[config.mk]
export PLATFORM = sky130hd
export DESIGN_NAME = node_line_decoder
export DESIGN_NICKNAME = d
export VERILOG_FILES = /design/src/hdl/graph_pkg.sv /design/src/hdl/node_line_decoder.sv
export SDC_FILE = /design/constraint.sdc
export NUM_CORES = 1
export LEC_CHECK = 0
export BUFFER_PORTS_ARGS = -buffer_cell sky130_fd_sc_hd__buf_4
export CORE_MARGIN = 2
export CORE_UTILIZATION = 54
export CTS_CLUSTER_DIAMETER = 40
export DETAILED_ROUTE_END_ITERATION = 7
export GPL_TIMING_DRIVEN = 0
export PLACE_DENSITY = 0.82
export REMOVE_ABC_BUFFERS = 1
export SYNTH_ARGS = -nofsm -noshare
export SYNTH_HDL_FRONTEND = slang
export SYNTH_SLANG_ARGS = --single-unit
[constraint.sdc]
create_clock -name clk -period 4.25 [get_ports clk]
set_input_delay 0.6375 -clock clk [delete_from_list [all_inputs] [get_ports clk]]
set_output_delay 0.6375 -clock clk [all_outputs]
set_load 0.02 [all_outputs]
[src/hdl/graph_pkg.sv]
`default_nettype none

package graph_pkg;

    // name key and table sizes
    localparam int NODE_STR_WIDTH = 15;
    localparam int MAX_NODES      = 1024;
    localparam int NODE_IDX_WIDTH = $clog2(MAX_NODES);
    localparam int LETTER_WIDTH   = 5;

    // ascii codes seen by the line decoder
    localparam logic [7:0] ASCII_LOWER_A = 8'h61;
    localparam logic [7:0] ASCII_LOWER_Z = 8'h7a;
    localparam logic [7:0] ASCII_COLON   = 8'h3a;
    localparam logic [7:0] ASCII_SPACE   = 8'h20;
    localparam logic [7:0] ASCII_NEWLINE = 8'h0a;

    // first character of a name sits in hi
    typedef struct packed {
        logic [LETTER_WIDTH-1:0] hi;
        logic [LETTER_WIDTH-1:0] mid;
        logic [LETTER_WIDTH-1:0] lo;
    } node_letters_t;

    typedef union packed {
        logic [NODE_STR_WIDTH-1:0] raw;
        node_letters_t             letters;
    } node_name_u;

    typedef logic [NODE_IDX_WIDTH-1:0] node_idx_t;

    typedef struct packed {
        logic      assigned;
        node_idx_t idx;
    } lut_entry_t;

    typedef struct packed {
        node_idx_t src_idx;
        node_idx_t dst_idx;
    } indexed_edge_t;

    function automatic logic [LETTER_WIDTH-1:0] to_letter(input logic [7:0] c);
        return LETTER_WIDTH'(c - ASCII_LOWER_A);
    endfunction

    localparam node_name_u START_NODE_NAME = {to_letter("y"), to_letter("o"), to_letter("u")};
    localparam node_name_u END_NODE_NAME   = {to_letter("o"), to_letter("u"), to_letter("t")};

endpackage

`default_nettype wire
[src/hdl/node_line_decoder.sv]
`timescale 1ns/1ps
`default_nettype none

module node_line_decoder (
    input  wire                   clk,
    input  wire                   rst_n,
    input  wire                   text_valid,
    input  wire  [7:0]            text_byte,
    input  wire                   text_last,
    output logic                  src_name_valid,
    output graph_pkg::node_name_u src_name,
    output logic                  edge_valid,
    output graph_pkg::node_name_u dst_name,
    output logic                  decoding_done
);
    import graph_pkg::*;

    // 0..2 letters collected, 3 means the field is full
    localparam logic [1:0] CNT_FULL = 2'd3;

    logic       is_letter;
    logic       is_colon;
    logic       is_space;
    logic       is_newline;
    logic       name_complete;
    logic [1:0] letter_cnt;
    logic       after_colon;
    node_name_u name_sr;
    node_name_u name_next;

    assign is_letter  = text_valid && (text_byte >= ASCII_LOWER_A)
                        && (text_byte <= ASCII_LOWER_Z);
    assign is_colon   = text_valid && (text_byte == ASCII_COLON);
    assign is_space   = text_valid && (text_byte == ASCII_SPACE);
    assign is_newline = text_valid && (text_byte == ASCII_NEWLINE);

    // third letter of a field closes the name
    assign name_complete = is_letter && (letter_cnt == 2'd2);

    // new letter enters at lo, older ones move up
    always_comb begin
        name_next.letters.hi  = name_sr.letters.mid;
        name_next.letters.mid = name_sr.letters.lo;
        name_next.letters.lo  = to_letter(text_byte);
    end

    always_ff @(posedge clk or negedge rst_n) begin
        if (!rst_n) begin
            letter_cnt     <= '0;
            after_colon    <= 1'b0;
            src_name_valid <= 1'b0;
            edge_valid     <= 1'b0;
            decoding_done  <= 1'b0;
        end else begin
            src_name_valid <= name_complete && !after_colon;
            edge_valid     <= name_complete && after_colon;
            decoding_done  <= text_valid && text_last;

            if (is_letter && (letter_cnt != CNT_FULL)) begin
                letter_cnt <= letter_cnt + 2'd1;
            end else if (is_space || is_colon || is_newline) begin
                letter_cnt <= '0;
            end

            // destinations follow the colon until end of line
            if (is_colon) begin
                after_colon <= 1'b1;
            end else if (is_newline) begin
                after_colon <= 1'b0;
            end
        end
    end

    // names stay put until the next strobe of the same kind
    always_ff @(posedge clk) begin
        if (is_letter && (letter_cnt != CNT_FULL)) begin
            name_sr <= name_next;
        end
        if (name_complete && !after_colon) begin
            src_name <= name_next;
        end
        if (name_complete && after_colon) begin
            dst_name <= name_next;
        end
    end

endmodule

`default_nettype wire

# Word level (Yosys, flattened, before mapping)
# Index checks and enable logic that the tools add are counted.
# Widths: inputs -> output; s select.
word_totals:
  out_inout_bits: 33
  latchBits: 0
  inputBits: 12
  elab_cells: 36
  register_bits: 46
  mem_bits_rw: 0
  romBits: 0
  memories: 0
classes:
  mux: 4
  multipliers: 0
  div: 0
  n_reduce_logical: 15
  shifts: 0
  n_eq_ne: 5
  addsub: 2
  bitwise_logic: 0
  order_cmp: 2
ops:
  columns: ["operator", "count"]
  rows:
  - ["$eq 8x6->1 const B", 2]
  - ["$logic_and 1x1->1", 10]
  - ["$eq 8x4->1 const B", 1]
  - ["$ge 8x7->1 const B", 1]
  - ["$le 8x7->1 const B", 1]
  - ["$sub 5x1->5 const B", 1]
  - ["$mux 2", 2]
  - ["$reduce_bool 2->1", 2]
  - ["$add 2x1->2 const B", 1]
  - ["$eq 2x2->1 const B", 1]
  - ["$logic_or 1x1->1", 2]
  - ["$mux 1", 2]
  - ["$ne 2x2->1 const B", 1]
  - ["$logic_not 1->1", 1]

# Depth between registers and ports, before layout
depth:
  ltp_word: 6
  depth_mapped: 7
  mapped_depth_nobuf: 7

# Worst setup path after synthesis
# OpenSTA, ideal clock, no wires.
synth_path:
  path_kind: "in2reg"
  startpoint: "in text_byte[0]"
  endpoint: "reg src_name[0] (netlist name) (enable)"
  t_required_ps: 3822
  stages: 6
  setup_slack_ps: 964
  t_arrival_ps: 2858
  setup_ps: 428
  path_buffers: 0
  cell_sequence: "inv_1 ha_1 inv_2 a21oi_1 o21ai_1 nor4_1"
synth_via:
  elab_chain_len: 5
  elab_cells_between_ends: 6
  classes_between: "order compare (2); reduce/logical (4)"
synth_rtl:
  columns: ["element", "line", "source"]
  rows:
  - ["start, declared", "node_line_decoder.sv:8", "input wire [7:0] text_byte,"]
  - ["$ge 8x7->1", "node_line_decoder.sv:31", "assign is_letter = text_valid && (text_byte >= ASCII_LOWER_A)"]
  - ["$logic_and 1x1->1", "node_line_decoder.sv:31", null]
  - ["$logic_and 1x1->1 *", "node_line_decoder.sv:32", "&& (text_byte <= ASCII_LOWER_Z);"]
  - ["$logic_and 1x1->1 *", "node_line_decoder.sv:38", "assign name_complete = is_letter && (letter_cnt == 2'd2);"]
  - ["$logic_and 1x1->1 *", "node_line_decoder.sv:79", "if (name_complete && !after_colon) begin"]
  - ["end signal, assigned", "node_line_decoder.sv:80", "src_name <= name_next;"]
  - ["end, declared", "node_line_decoder.sv:11", "output graph_pkg::node_name_u src_name,"]
# Mark *: on every way between the ends. The rest lies on a longest branch, timed or not.
# A chain may end at the register's enable or synchronous reset.

# Worst setup path in the final report
layout_path:
  startpoint: "in text_byte[0]"
  endpoint: "reg dst_name[13] (netlist name) (enable)"
layout_via:
  elab_chain_len: 5
  elab_cells_between_ends: 6
  classes_between: "order compare (2); reduce/logical (4)"
layout_rtl:
  columns: ["element", "line", "source"]
  rows:
  - ["$ge 8x7->1", "node_line_decoder.sv:31", null]
  - ["$logic_and 1x1->1", "node_line_decoder.sv:31", null]
  - ["$logic_and 1x1->1 *", "node_line_decoder.sv:32", null]
  - ["$logic_and 1x1->1 *", "node_line_decoder.sv:38", null]
  - ["$logic_and 1x1->1 *", "node_line_decoder.sv:82", "if (name_complete && after_colon) begin"]
  - ["end signal, assigned", "node_line_decoder.sv:83", "dst_name <= name_next;"]
  - ["end, declared", "node_line_decoder.sv:13", "output graph_pkg::node_name_u dst_name,"]
# Marks and branches as above.

==> impl_metrics.tcl <==
set metrics [dict create \
    swShare_pct 23.0 \
    start_util_pct 55.8 \
    drtAntennaViolNets 0 \
    p_clk_share_pct 25.3 \
    grt_pass1_vias 889 \
    grt_pass1_wl_mm 4.11 \
    area_delta_synth_final_pct 27.3 \
    gp_congestion 0.874 \
    synth_warnings 0 \
    grt_max_degree 16 \
    post-place-ws_ns 1.20 \
    irDropWorstVdd_mv 0.242 \
    synth.top_cells.by_area "edfxtp_1 72%, dfrtp_1 9.0%, ha_1 4.5%, inv_1 1.8%, xor2_1 1.6%" \
    ff_latch_area_um2 1350 \
    pwr-share-seq_pct 66.5 \
    num-nets-final 165 \
    drt_iter0_drc 17 \
    cts_sinks 46 \
    critPathBufInv 4 \
    setup_viol 0 \
    clk_latency_ns 0.35 \
    drc 0 \
    crit_path_start_kind "input port" \
    clk_pin_slew_ns 0.12 \
    rows 20 \
    pwr-share-comb_pct 8.2 \
    finalCritPeriodShare_pct 61.6 \
    antenna_found_initial 0 \
    drt_pass1_iterations 4 \
    reg2reg_slack_ns 2.21 \
    tightest_slew_ns 0.909 \
    synth_mux_area_share_pct 0 \
    n_fill_cell 219 \
    stdcell_area_um2 2130 \
    path_max_fanout 9 \
    fmax_mhz 382 \
    h-tree-depth 2 \
    p_switching_uw 178 \
    clock_skew_ns 0.00893 \
    intPower_uw 597 \
    syn_area_um2 1680 \
    viasPerCell 5.25 \
    finalPower_uw 775 \
    slew_viol_final 0 \
    worst_path_largest_cell_delay_ns 0.80 \
    tns_ns 0 \
    netlist.area_leader.share_pct 71.7 \
    synth_xor_area_share_pct 2.09 \
    rsz0062_at_grt "no" \
    die-area_um2 3560 \
    drv_cap 0 \
    track_usage_pct 16.3 \
    grt_overflow 0 \
    path_class "input port to flop" \
    ys_ff_latch 46 \
    dpl_cell_area_um2 2070 \
    root_buffer "clkbuf_4" \
    cp_common_cell "buf_4" \
    timing.rr.start "letter_cnt[0]$_DFFE_PN0P_" \
    p_leak_uw 0.000863 \
    hold_path_class "input port to async pin" \
    post_cts_buffers 0 \
    drive_above_1_share_pct 41.2 \
    status "completed" \
    cts_inserted_buffers 5 \
    hold_violations 0 \
    yosys.area.top_type "edfxtp_1" \
    die_w_um 59.7 \
    cp.required_ns 4.31 \
    cpLargestDelayFamily "simple AND/OR/NAND/NOR gates" \
    hold_buffers 0 \
    io_pins 45 \
    cellPowerDensity_nw_per_um2 363 \
    holdWs_ns 0.0736 \
    ys_seq_area_share_pct 80.7 \
    multi_input_area_um2 303 \
    critical_path.cell_chain "buf_4 -> inv_1 -> ha_1 -> inv_2 -> a21oi_1 -> o21ai_1 -> nor4_2 -> buf_4" \
    yosys.area_share.adder_pct 4.48 \
    slew_headroom_pct 38.9 \
    synthDistinctLibCells 26 \
    yosys.area_share.simple_pct 7.32 \
    cts.repair.resized 0 \
    wl_per_cell_um 15.1 \
    end_kind "flop" \
    syn_area_per_cell_um2 17.8 \
    syn_inst 94 \
    synth_compound_area_share_pct 3.44 \
    portBuffers 44 \
    dp_hpwl_mm 2.11 \
    diodes 0 \
    ff2ff_path_depth 5 \
    timing.rr.end "dst_name[13]$_DFFE_PP_" \
    routed_wl_mm 2.73 \
    worstPathArrival_ns 2.68 \
    tritoncts "done" \
    via_count 950 \
    synth_top_family_by_area "simple AND/OR/NAND/NOR gates" \
    setup_ws_ns 1.63 \
    fp.dieH_um 59.7 \
    clockBufferDepth 2 \
    crit_slowest_cell "nor4_2" \
    core_um2 3000 \
    min_period_ns 2.62 \
]
sequential cells by signal (all words and copies together), names as in the netlist:
name,count
letter_cnt,2
edge_valid,1
src_name,15
name_sr,10
src_name_valid,1
dst_name,15
after_colon,1
decoding_done,1
worst max-delay path by stage:
| stage | cells after the start | end | startpoint |
|---|---|---|---|
| 2_1_floorplan | 6 | src_name[0]$_DFFE_PP_ | text_byte[0] |
| 3_3_place_gp | 7 | dst_name[11]$_DFFE_PP_ | text_byte[0] |
| 3_5_place_dp | 8 | dst_name[13]$_DFFE_PP_ | text_byte[0] |
| 4_1_cts | 8 | dst_name[1]$_DFFE_PP_ | text_byte[0] |
| 5_1_grt | 8 | dst_name[0]$_DFFE_PP_ | text_byte[0] |
| 6_report | 8 | dst_name[13]$_DFFE_PP_ | text_byte[0] |
cell usage after synthesis (all sizes together):
cell,n
a21oi,3
a31oi,1
and2,2
and3,1
and3b,1
dfrtp,6
edfxtp,40
ha,6
inv,9
nand2,4
nand2b,1
nand3,2
nand3b,1
nand4bb,1
nor2,2
nor2b,1
nor3,2
nor4,2
o211ai,1
o21ai,3
o2bb2ai,1
xnor2,1
xor2,3
cell type report:
cell class | instances | area share [%]
clock buffer | 5 | 1.76
clock inverter | 3 | 0.997
inverter | 9 | 1.58
multi-input combinational | 39 | 14.2
sequential | 46 | 63.3
tap | 33 | 1.94
timing repair buffer | 46 | 16.2
through the flow:
| stage | utilization [%] | std cells |
|---|---|---|
| 2_1_floorplan | - | 94 |
| 3_3_place_gp | 68.2 | 171 |
| 3_5_place_dp | 69.1 | 173 |
| 4_1_cts | 71.0 | 181 |
| 5_1_grt | 71.0 | 181 |
| 6_report | 71.0 | 181 |
power groups by stage:
stage / combinational [uW] / clock [uW] / sequential (uW)
floorplan: 32.9 / 0 / 527
finish: 63.3 / 196 / 516
detailed placement: 64.6 / 0 / 526
global route: 72.7 / 214 / 517
global placement: 58.4 / 0 / 524
CTS: 64.8 / 201 / 516
routing by layer:
layer  wire length [um]  vias to the layer above  global-route usage (%)
met4                 27                        0                    6.67
met2               1530                       34                    29.7
met3                168                        4                    3.90
met1               1000                      461                    18.0
li1                   -                      451                       -
met5                  0                        -                       0
cells by family after synthesis:
family,after synthesis
DFF,46
and+or+nand+nor,20
AOI/OAI and AO/OA,9
buffers and inverters,9
adders and majority gates,6
xor gates and xnor gates,4
cell usage in the layout (no fill, tap or decap), types with 2 or more instances in the layout:
| master | synthesis | routed |
|---|---|---|
| a21oi_1 | 3 | 3 |
| nand2_1 | 4 | 4 |
| buf_4 | 0 | 46 |
| xor2_1 | 3 | 3 |
| nor2_1 | 2 | 2 |
| clkbuf_4 | 0 | 5 |
| ha_1 | 6 | 6 |
| dfrtp_1 | 6 | 6 |
| nor4_2 | 0 | 2 |
| o21ai_1 | 3 | 3 |
| inv_1 | 8 | 8 |
| nand3_1 | 2 | 2 |
| edfxtp_1 | 40 | 40 |
Note: power is estimated with default switching activity, not from simulation.
